`config.mk`:
```
export PLATFORM = sky130hd
export DESIGN_NAME = controlUnit
export DESIGN_NICKNAME = d
export VERILOG_FILES = /design/src/common/ctrlPkg.sv /design/src/rtl/execControl.sv /design/src/rtl/flowControl.sv /design/src/rtl/resultControl.sv /design/src/rtl/controlUnit.sv
export SDC_FILE = /design/constraint.sdc
export NUM_CORES = 1
export LEC_CHECK = 0
export ABC_AREA = 1
export BUFFER_PORTS_ARGS = -buffer_cell sky130_fd_sc_hd__buf_2
export CAP_MARGIN = 20
export CELL_PAD_IN_SITES_DETAIL_PLACEMENT = 1
export CELL_PAD_IN_SITES_GLOBAL_PLACEMENT = 2
export CORE_MARGIN = 1
export CORE_UTILIZATION = 24
export CTS_BUF_LIST = sky130_fd_sc_hd__clkbuf_4 sky130_fd_sc_hd__clkbuf_8 sky130_fd_sc_hd__clkbuf_16
export DETAILED_ROUTE_END_ITERATION = 16
export PLACE_DENSITY = 0.75
export SLEW_MARGIN = 30
export SYNTH_ARGS = -nofsm -noshare
export SYNTH_HDL_FRONTEND = slang
export SYNTH_SLANG_ARGS = --single-unit
```
`constraint.sdc`:
```
create_clock -name clk -period 0.8 [get_ports clk]
set_input_delay 0.04 -clock clk [delete_from_list [all_inputs] [get_ports clk]]
set_output_delay 0.04 -clock clk [all_outputs]
set_load 0.02 [all_outputs]
```
`src/common/ctrlPkg.sv`:
```
package ctrlPkg;

    localparam int instWidth  = 16;
    localparam int opWidth    = 5;
    localparam int functWidth = 2;

    // Major opcode in inst[15:11]
    typedef enum logic [opWidth-1:0] {
        HALT  = 5'b00000,
        NOP   = 5'b00001,
        ILLOP = 5'b00010,
        RTI   = 5'b00011,
        JDIS  = 5'b00100,
        JR    = 5'b00101,
        JALC  = 5'b00110,
        JALR  = 5'b00111,
        ADDI  = 5'b01000,
        SUBI  = 5'b01001,
        XORI  = 5'b01010,
        ANDNI = 5'b01011,
        BEQZ  = 5'b01100,
        BNEZ  = 5'b01101,
        BLTZ  = 5'b01110,
        BGEZ  = 5'b01111,
        ST    = 5'b10000,
        LD    = 5'b10001,
        SLBI  = 5'b10010,
        STU   = 5'b10011,
        ROLI  = 5'b10100,
        SLLI  = 5'b10101,
        RORI  = 5'b10110,
        SRLI  = 5'b10111,
        LBI   = 5'b11000,
        BTR   = 5'b11001,
        SALU  = 5'b11010,
        BALU  = 5'b11011,
        SEQ   = 5'b11100,
        SLT   = 5'b11101,
        SLE   = 5'b11110,
        SCO   = 5'b11111
    } opcode_e;

    // ALU operation select with code 6 unused
    typedef enum logic [3:0] {
        ALU_ROL  = 4'd0,
        ALU_SLL  = 4'd1,
        ALU_ROR  = 4'd2,
        ALU_SRL  = 4'd3,
        ALU_ADD  = 4'd4,
        ALU_ANDN = 4'd5,
        ALU_XOR  = 4'd7,
        ALU_SLBI = 4'd8,
        ALU_SUB  = 4'd9,
        ALU_SEQ  = 4'd10,
        ALU_SLT  = 4'd11,
        ALU_SLE  = 4'd12,
        ALU_SCO  = 4'd13,
        ALU_BTR  = 4'd14,
        ALU_LBI  = 4'd15
    } aluOp_e;

    // R-format function field in inst[1:0]
    // Names give the BALU meaning first, then the SALU one
    typedef enum logic [functWidth-1:0] {
        FN_ADD_ROL  = 2'd0,
        FN_SUB_SLL  = 2'd1,
        FN_XOR_ROR  = 2'd2,
        FN_ANDN_SRL = 2'd3
    } aluFunct_e;

    typedef enum logic [1:0] {
        PC_OLD    = 2'd0,
        PC_INC    = 2'd1,
        PC_TARGET = 2'd2, // Branch or jump address
        PC_EPC    = 2'd3
    } pcSrc_e;

    typedef enum logic [1:0] {
        DST_LO  = 2'd0, // inst[4:2]
        DST_MID = 2'd1, // inst[7:5]
        DST_HI  = 2'd2, // inst[10:8]
        DST_R7  = 2'd3
    } dstReg_e;

    // Immediate width before extension
    typedef enum logic [1:0] {
        EXT_5  = 2'd0,
        EXT_8  = 2'd1,
        EXT_11 = 2'd2
    } extOp_e;

    typedef enum logic [2:0] {
        BR_EQZ   = 3'd0,
        BR_NEZ   = 3'd1,
        BR_LTZ   = 3'd2,
        BR_GEZ   = 3'd3,
        JMP_J    = 3'd4,
        JMP_JR   = 3'd5,
        JMP_JAL  = 3'd6,
        JMP_JALR = 3'd7
    } brJmpOp_e;

    function automatic opcode_e opcodeOf(input logic [instWidth-1:0] inst);
        return opcode_e'(inst[instWidth-1 -: opWidth]);
    endfunction

endpackage

```
`src/rtl/execControl.sv`:
```
module execControl import ctrlPkg::*; (
    input  logic                 clk,
    input  logic                 arstN,
    input  logic [instWidth-1:0] inst,
    output aluOp_e               aluOp,
    output logic                 aluSrc,
    output logic                 extSign,
    output extOp_e               extOp,
    output logic                 invR1,
    output logic                 invR2,
    output logic                 sign,
    output logic                 cin
);

    opcode_e   op;
    aluFunct_e funct;
    aluOp_e    aluOpNext;
    extOp_e    extOpNext;
    logic      aluSrcNext;
    logic      extSignNext;
    logic      invR1Next;
    logic      invR2Next;
    logic      signNext;
    logic      cinNext;

    assign op    = opcodeOf(inst);
    assign funct = aluFunct_e'(inst[functWidth-1:0]);

    always_comb begin
        aluOpNext   = ALU_ROL;
        aluSrcNext  = 1'b0;
        extSignNext = 1'b0;
        extOpNext   = EXT_5;
        invR1Next   = 1'b0;
        invR2Next   = 1'b0;
        signNext    = 1'b0;
        cinNext     = 1'b0;
        case (op)
            ADDI, ST, LD, STU: begin // Address calc is an add too
                aluOpNext   = ALU_ADD;
                aluSrcNext  = 1'b1;
                extSignNext = 1'b1;
                signNext    = 1'b1;
            end
            SUBI: begin
                aluOpNext   = ALU_SUB;
                aluSrcNext  = 1'b1;
                extSignNext = 1'b1;
                signNext    = 1'b1;
                invR1Next   = 1'b1; // imm - rs
                cinNext     = 1'b1;
            end
            XORI: begin
                aluOpNext  = ALU_XOR;
                aluSrcNext = 1'b1;
            end
            ANDNI: begin
                aluOpNext  = ALU_ANDN;
                aluSrcNext = 1'b1;
                invR2Next  = 1'b1;
            end
            ROLI, SLLI, RORI, SRLI: begin
                aluOpNext  = aluOp_e'({2'b00, inst[12:11]}); // Shift kind in opcode low bits
                aluSrcNext = 1'b1;
            end
            BALU: begin
                signNext = 1'b1;
                case (funct)
                    FN_ADD_ROL:  aluOpNext = ALU_ADD;
                    FN_SUB_SLL: begin
                        aluOpNext = ALU_SUB;
                        invR1Next = 1'b1;
                        cinNext   = 1'b1;
                    end
                    FN_XOR_ROR:  aluOpNext = ALU_XOR;
                    FN_ANDN_SRL: begin
                        aluOpNext = ALU_ANDN;
                        invR2Next = 1'b1;
                    end
                endcase
            end
            SALU: begin
                case (funct)
                    FN_ADD_ROL:  aluOpNext = ALU_ROL;
                    FN_SUB_SLL:  aluOpNext = ALU_SLL;
                    FN_XOR_ROR:  aluOpNext = ALU_ROR;
                    FN_ANDN_SRL: aluOpNext = ALU_SRL;
                endcase
            end
            SEQ, SLT, SLE: begin
                // Compare as rs - rt
                if (op == SEQ)
                    aluOpNext = ALU_SEQ;
                else if (op == SLT)
                    aluOpNext = ALU_SLT;
                else
                    aluOpNext = ALU_SLE;
                invR2Next = 1'b1;
                signNext  = 1'b1;
                cinNext   = 1'b1;
            end
            SCO: begin
                aluOpNext = ALU_SCO;
                signNext  = 1'b1;
            end
            BTR:  aluOpNext = ALU_BTR;
            LBI, SLBI: begin
                aluOpNext   = (op == LBI) ? ALU_LBI : ALU_SLBI;
                aluSrcNext  = 1'b1;
                extSignNext = 1'b1;
                extOpNext   = EXT_8;
            end
            BEQZ, BNEZ, BLTZ, BGEZ, JR, JALR: begin
                extSignNext = 1'b1;
                extOpNext   = EXT_8;
            end
            JDIS, JALC: begin
                extSignNext = 1'b1;
                extOpNext   = EXT_11; // Long displacement
            end
            HALT, NOP, ILLOP, RTI: ; // ALU idle
        endcase
    end

    always_ff @(posedge clk or negedge arstN) begin
        if (!arstN) begin
            aluOp   <= ALU_ROL;
            aluSrc  <= 1'b0;
            extSign <= 1'b0;
            extOp   <= EXT_5;
            invR1   <= 1'b0;
            invR2   <= 1'b0;
            sign    <= 1'b0;
            cin     <= 1'b0;
        end else begin
            aluOp   <= aluOpNext;
            aluSrc  <= aluSrcNext;
            extSign <= extSignNext;
            extOp   <= extOpNext;
            invR1   <= invR1Next;
            invR2   <= invR2Next;
            sign    <= signNext;
            cin     <= cinNext;
        end
    end

endmodule

```
`src/rtl/flowControl.sv`:
```
module flowControl import ctrlPkg::*; (
    input  logic                 clk,
    input  logic                 arstN,
    input  logic [instWidth-1:0] inst,
    output pcSrc_e               pcSrc,
    output brJmpOp_e             brJmpOp,
    output logic                 jump,
    output logic                 branch,
    output logic                 excp
);

    opcode_e  op;
    pcSrc_e   pcSrcNext;
    brJmpOp_e brJmpOpNext;
    logic     jumpNext;
    logic     branchNext;
    logic     excpNext;

    assign op = opcodeOf(inst);

    always_comb begin
        pcSrcNext   = PC_INC;
        brJmpOpNext = BR_EQZ;
        jumpNext    = 1'b0;
        branchNext  = 1'b0;
        excpNext    = 1'b0;
        case (op)
            HALT: pcSrcNext = PC_OLD; // Stall on current PC
            BEQZ, BNEZ, BLTZ, BGEZ: begin
                pcSrcNext   = PC_TARGET;
                branchNext  = 1'b1;
                brJmpOpNext = brJmpOp_e'({1'b0, inst[12:11]}); // Condition from opcode
            end
            JDIS, JR, JALC, JALR: begin
                pcSrcNext   = PC_TARGET;
                jumpNext    = 1'b1;
                brJmpOpNext = brJmpOp_e'({1'b1, inst[12:11]});
            end
            ILLOP: begin
                pcSrcNext = PC_EPC;
                excpNext  = 1'b1;
            end
            RTI:  pcSrcNext = PC_EPC; // Return from handler
            NOP, ADDI, SUBI, XORI, ANDNI,
            ROLI, SLLI, RORI, SRLI,
            ST, LD, STU, LBI, SLBI,
            BTR, BALU, SALU, SEQ, SLT, SLE, SCO: pcSrcNext = PC_INC;
        endcase
    end

    always_ff @(posedge clk or negedge arstN) begin
        if (!arstN) begin
            pcSrc   <= PC_OLD;
            brJmpOp <= BR_EQZ;
            jump    <= 1'b0;
            branch  <= 1'b0;
            excp    <= 1'b0;
        end else begin
            pcSrc   <= pcSrcNext;
            brJmpOp <= brJmpOpNext;
            jump    <= jumpNext;
            branch  <= branchNext;
            excp    <= excpNext;
        end
    end

endmodule

```
`src/rtl/resultControl.sv`:
```
module resultControl import ctrlPkg::*; (
    input  logic                 clk,
    input  logic                 arstN,
    input  logic [instWidth-1:0] inst,
    output dstReg_e              dstReg,
    output logic                 regWrite,
    output logic                 jal,
    output logic                 memReg,
    output logic                 memRead,
    output logic                 memWrite,
    output logic                 memEn
);

    opcode_e op;
    dstReg_e dstRegNext;
    logic    regWriteNext;
    logic    jalNext;
    logic    memRegNext;
    logic    memReadNext;
    logic    memWriteNext;
    logic    memEnNext;

    assign op = opcodeOf(inst);

    always_comb begin
        dstRegNext   = DST_LO;
        regWriteNext = 1'b0;
        jalNext      = 1'b0;
        memRegNext   = 1'b0;
        memReadNext  = 1'b0;
        memWriteNext = 1'b0;
        memEnNext    = 1'b1;
        case (op)
            ADDI, SUBI, XORI, ANDNI,
            ROLI, SLLI, RORI, SRLI: begin
                dstRegNext   = DST_MID;
                regWriteNext = 1'b1;
            end
            ST: begin
                dstRegNext   = DST_MID;
                memWriteNext = 1'b1;
            end
            LD: begin
                dstRegNext   = DST_MID;
                regWriteNext = 1'b1;
                memReadNext  = 1'b1;
                memRegNext   = 1'b1; // Write back load data
            end
            STU: begin
                dstRegNext   = DST_MID;
                regWriteNext = 1'b1; // Base register update
                memWriteNext = 1'b1;
            end
            BTR, BALU, SALU, SEQ, SLT, SLE, SCO: regWriteNext = 1'b1;
            LBI, SLBI: begin
                dstRegNext   = DST_HI;
                regWriteNext = 1'b1;
            end
            JALC, JALR: begin
                // Link address into r7
                dstRegNext   = DST_R7;
                regWriteNext = 1'b1;
                jalNext      = 1'b1;
            end
            HALT: memEnNext = 1'b0;
            NOP, ILLOP, RTI,
            BEQZ, BNEZ, BLTZ, BGEZ, JDIS, JR: ; // No result
        endcase
    end

    always_ff @(posedge clk or negedge arstN) begin
        if (!arstN) begin
            dstReg   <= DST_LO;
            regWrite <= 1'b0;
            jal      <= 1'b0;
            memReg   <= 1'b0;
            memRead  <= 1'b0;
            memWrite <= 1'b0;
            memEn    <= 1'b0;
        end else begin
            dstReg   <= dstRegNext;
            regWrite <= regWriteNext;
            jal      <= jalNext;
            memReg   <= memRegNext;
            memRead  <= memReadNext;
            memWrite <= memWriteNext;
            memEn    <= memEnNext;
        end
    end

endmodule

```
`src/rtl/controlUnit.sv`:
```
module controlUnit import ctrlPkg::*; (
    input  logic                 clk,
    input  logic                 arstN,
    input  logic [instWidth-1:0] inst,
    output aluOp_e               aluOp,
    output logic                 aluSrc,
    output logic                 extSign,
    output extOp_e               extOp,
    output logic                 invR1,
    output logic                 invR2,
    output logic                 sign,
    output logic                 cin,
    output pcSrc_e               pcSrc,
    output brJmpOp_e             brJmpOp,
    output logic                 jump,
    output logic                 branch,
    output logic                 excp,
    output dstReg_e              dstReg,
    output logic                 regWrite,
    output logic                 jal,
    output logic                 memReg,
    output logic                 memRead,
    output logic                 memWrite,
    output logic                 memEn
);

    // ALU fields
    execControl uExec (
        .clk     (clk),
        .arstN   (arstN),
        .inst    (inst),
        .aluOp   (aluOp),
        .aluSrc  (aluSrc),
        .extSign (extSign),
        .extOp   (extOp),
        .invR1   (invR1),
        .invR2   (invR2),
        .sign    (sign),
        .cin     (cin)
    );

    // Next PC selection
    flowControl uFlow (
        .clk     (clk),
        .arstN   (arstN),
        .inst    (inst),
        .pcSrc   (pcSrc),
        .brJmpOp (brJmpOp),
        .jump    (jump),
        .branch  (branch),
        .excp    (excp)
    );

    resultControl uResult (
        .clk      (clk),
        .arstN    (arstN),
        .inst     (inst),
        .dstReg   (dstReg),
        .regWrite (regWrite),
        .jal      (jal),
        .memReg   (memReg),
        .memRead  (memRead),
        .memWrite (memWrite),
        .memEn    (memEn)
    );

endmodule

```
# [After elaboration in Yosys (flattened, before gate mapping)]
# Cells that the tools add are included.
[totals] reg_bits=27 inputBits=18 out_inout_bits=28 wordCells=101
[classes] eq_ne=34 muxes=26 n_reduce_logical=22
[op_table] operator="equality test 5 bit (second input constant)" n=16
[op_table] operator="one-hot mux 4 bit (11 select lines)" n=1
[op_table] operator="OR reduction 21 bit" n=2
[op_table] operator="equality test 5 x 4 -> 1 bit (second input constant)" n=8
[op_table] operator="one-hot mux 4 bit (4 select lines)" n=2
[op_table] operator="OR reduction 4 bit" n=6
[op_table] operator="equality test 5 x 3 -> 1 bit (second input constant)" n=4
[op_table] operator="OR reduction 8 bit" n=2
[op_table] operator="OR reduction 15 bit" n=1
[op_table] operator="two-way mux 1 bit" n=13
[op_table] operator="OR reduction 13 bit" n=1
[op_table] operator="OR reduction 11 bit" n=1
[op_table] operator="equality test 5 x 2 -> 1 bit (second input constant)" n=2
[op_table] operator="OR reduction 10 bit" n=1
[op_table] operator="OR reduction 2 bit" n=5
[op_table] operator="one-hot mux 2 bit (4 select lines)" n=1
[op_table] operator="two-way mux 3 bit" n=2
[op_table] operator="one-hot mux 1 bit (2 select lines)" n=3
[op_table] operator="one-hot mux 2 bit (3 select lines)" n=1
[op_table] operator="one-hot mux 3 bit (2 select lines)" n=1
[op_table] operator="equality test 5 x 1 -> 1 bit (second input constant)" n=1
[op_table] operator="logical NOT 5 bit" n=1
[op_table] operator="equality test 2 bit (second input constant)" n=2
[op_table] operator="two-way mux 4 bit" n=1
[op_table] operator="4 further kinds" n=4

# [Longest topological paths before layout]
[depth] depth_word=4 mapped_depth=8 depth_no_buf=8

# [Hierarchy]
# A second synthesis with hierarchy kept.
[hier_totals] cells_unflattened=174 area_unflattened_um2=1413.9
[by_module_without_submodules] module="execControl" instances=1 cells_per_inst=93 area_each_um2=734.5 seq_area_each_um2=300.3
[by_module_without_submodules] module="resultControl" instances=1 cells_per_inst=52 area_each_um2=392.9 seq_area_each_um2=175.2
[by_module_without_submodules] module="flowControl" instances=1 cells_per_inst=29 area_each_um2=286.5 seq_area_each_um2=200.2

# [Worst setup path before layout]
# OpenSTA, ideal clock, no wires.
[synth_path] kind="input -> register" from="input port inst[11]" to="register uExec.aluOp[3]" setup_time_ns=0.127 arrival_time_ns=0.743 t_required_ns=0.673 path_slack_ns=-0.070 stages=6 n_path_buf=1 path_cell_list="buf_2 > nand3_2 > clkinv_1 > nand2_1 > o21ai_0 > nand3b_1"
[synth_via] elab_chain_len=3 elab_cells_between_ends=25 classes_between="eq/ne (20); mux (1); reduce/logical (4)"
[synth_rtl] element="start, declared" line="controlUnit.sv:4" rtl="input logic [instWidth-1:0] inst,"
[synth_rtl] element="equality test 5 bit (tied with other cells)" line="execControl.sv:38" rtl="case (op)"
[synth_rtl] element="OR reduction 4 bit (tied with other cells)"
[synth_rtl] element="one-hot mux 4 bit (11 select lines) *" line="execControl.sv:38"
[synth_rtl] element="via uExec.aluOpNext[3]" line="execControl.sv:17" rtl="aluOp_e aluOpNext;"
[synth_rtl] element="end signal, assigned" line="execControl.sv:136" rtl="aluOp <= aluOpNext;"
[synth_rtl] element="end, declared" line="execControl.sv:5" rtl="output aluOp_e aluOp,"
# Mark *: on every way through the listed nets, which the timed path passes. The rest lies on a longest branch.

# [Final worst setup path]
[layout_path] from="register uFlow.pcSrc[0]" to="output port pcSrc[0]"
[layout_lines] element="start, declared" line="flowControl.sv:5" rtl="output pcSrc_e pcSrc,"
[layout_lines] element="start signal, assigned" line="flowControl.sv:59" rtl="pcSrc <= pcSrcNext;"
[layout_lines] element="end, declared" line="controlUnit.sv:13" rtl="output pcSrc_e pcSrc,"
# No word-level cell between the ends.

==> metrics.txt <==
Main synth FF type=dfrtp_1; DR iter-0 viols=57; total core area=5205 µm²; worst path bufs/invs=1; Final GP Congestion=0.7951; ant diodes=0; vias per cell=4.396; most common cell in the netlist=nor2_1; Slew @ Worst Pin=0.2661 ns; die span in x=76.23 µm; max frequency=1.161 GHz; aggregate global routing overflow=0; pre-CTS setup slack=-0.2860 ns; largest net degree at the start of global routing=28; WP data required=0.76 ns; Worst Setup Path Type=flop to primary output; # nets final=257; Via Count=1354; WP data arrival=0.82 ns; Clock transition at path regs=0.10 ns; critical path launch point type=flop; Synth area leaders=dfrtp_1 51%, nor2_1 9.9%, nand2_1 9.4%; Peak VDD IR=0.0007840 V; WL final=4120 µm; proportion of layout cells with a drive suffix above 1=0.4580; Area Overhead vs Synth=62.44%; EDFF count, synth=0; Mapped Area=1323 µm²; register area share after synthesis=0.5109; crit path max fanout=1; Mapped Avg Cell Area=7.967 µm²; cell type with the highest aggregate area in the netlist=dfrtp_1; initial core utilization=0.2541; CTS tree=built; die area=5811 µm²; Worst slew margin=0.8219; Fillers=636; I/O pin total=46; post-route cell area=2148 µm²; Finish-stage setup viols=28; top cells by count, synth=35 x nor2_1, 33 x nand2_1, 27 x dfrtp_1, 16 x inv_1, 13 x nand3_1; routed len/inst=13.38 µm; cell area after placement=1847 µm²; row count=26; IO buf count=36; PwrDens=1472 nW/µm²; leakage=1.135 nW; first-pass GRT wire length=6955 µm; DIE HEIGHT=76.23 µm; outcome=complete, but fails checks; Max stage delay on crit path=0.41 ns; DP HPWL=3131 µm; Final WS setup=-0.06096 ns; clock root buffer=clkbuf_8; initial antenna violation count=0; CTS Buffer Depth=2; synth unique cells=23; Crit path max-delay family=flip-flops; violated checks=negative setup slack; Num Clock Sinks=27; GRT Total Usage=0.1512; pins over their slew limit=0; Critical-path top delay cell=dfrtp_1; period utilization=1.076; CP Capture Type=primary output; # DRC=0; Synthesis Warnings=0; Syn Nets=184; HP Class=primary input to flop; RSZ-0062 raised after global routing=true; H-tree depth=1; vias in the first global route=1402; max-cap viol count=0; Initial DRT Pass Iterations=4; FF+latch count, synth=27; ANT nets after route=0; CP cell instances=buf_6; Num CTS Buffers=3; post-synth top area share=0.5109; Final min period=0.8610 ns; final hold vios=0; post-synthesis cell count=166; Synth async-reset ratio=1.000
==> through the flow <==
stage / utilization / total power [mW] / instances / hold WS [ns] / setup TNS, ns
floorplan: - / 1.861 / 166 / -0.2556 / -0.002632
global placement: 0.3548 / 2.196 / 302 / -0.005430 / -3.923
detailed placement: 0.3548 / 2.202 / 302 / 0.0009271 / -4.466
CTS: 0.3974 / 3.158 / 307 / 0.05523 / -0.9598
global route: 0.4127 / 3.312 / 308 / 0.07157 / -1.640
finish: 0.4127 / 3.161 / 308 / 0.06743 / -0.7558
==> timing repair <==
item | 4_1_cts | 5_1_grt
hold buffers | 1 | 0
setup endpoints to repair | 28 | 38
resized for setup | 52 | 27
pin swaps | 0 | 2
hold endpoints to repair | 27 | 0
buffers inserted | 0 | 1
==> flip-flops by register name (all words and copies together), names as in the netlist, 2 cells and up <==
signal	flops
uFlow.pcSrc	2
uExec.aluOp	4
uResult.dstReg	2
uExec.extOp	2
uFlow.brJmpOp	3
==> logic make-up (layout without fill, tap and decap cells) <==
group | after synthesis | in the layout | share of synthesized area
simple gates | 105 | 105 | 0.3671
flops | 27 | 27 | 0.5109
buf+inv | 24 | 96 | 0.08231
compound gates | 10 | 10 | 0.03973
==> report_power, final <==
part | internal [mW] | switching, mW | leakage, nW | total [mW]
Sequential | 1.45 | 0.0429 | 0.350 | 1.50
Combinational | 0.385 | 0.463 | 0.760 | 0.848
Clock | 0.391 | 0.427 | 0.0262 | 0.818
==> layout make-up <==
cell class | instances | area (µm²) | area share
Tap cell | 70 | 87.58 | 0.04077
Multi-Input combinational cell | 115 | 610.6 | 0.2842
Clock buffer | 4 | 48.80 | 0.02271
Inverter | 20 | 87.58 | 0.04077
Timing Repair Buffer | 72 | 638.1 | 0.2970
Sequential cell | 27 | 675.6 | 0.3145
==> layout by cell type, fill, tap and decap left out, types with 3 or more instances in the layout <==
cell and count:
nor2_2 12, clkbuf_4 4, nand3_1 12, nand4_1 3, inv_2 3, buf_2 6
a21oi_1 4, buf_4 35, nand2_1 28, nand2_2 9, dfrtp_1 27, nor3_1 4
nor2_1 28, inv_1 15, clkbuf_8 3, buf_6 26
==> final timing paths <==
kind | start | cells after the start | endpoint
max in group asynchronous | arstN | 3 | uExec.aluSrc$_DFF_PN0_
setup / recovery | uFlow.pcSrc[0]$_DFF_PN0_ | 1 | pcSrc[0]
hold / removal | inst[0] | 3 | uExec.aluOp[0]$_DFF_PN0_
min in group asynchronous | arstN | 3 | uFlow.pcSrc[1]$_DFF_PN0_
==> routing by layer <==
layer | global-route usage | share of wire | vias to the layer above
li1 | - | - | 671
met1 | 0.2031 | 0.46 | 638
met2 | 0.2505 | 0.49 | 37
met3 | 0.01557 | 0.030 | 8
met4 | 0.05577 | 0.020 | 0
met5 | 0 | 0 | -
No activity file was read; power rests on OpenSTA's default activity.
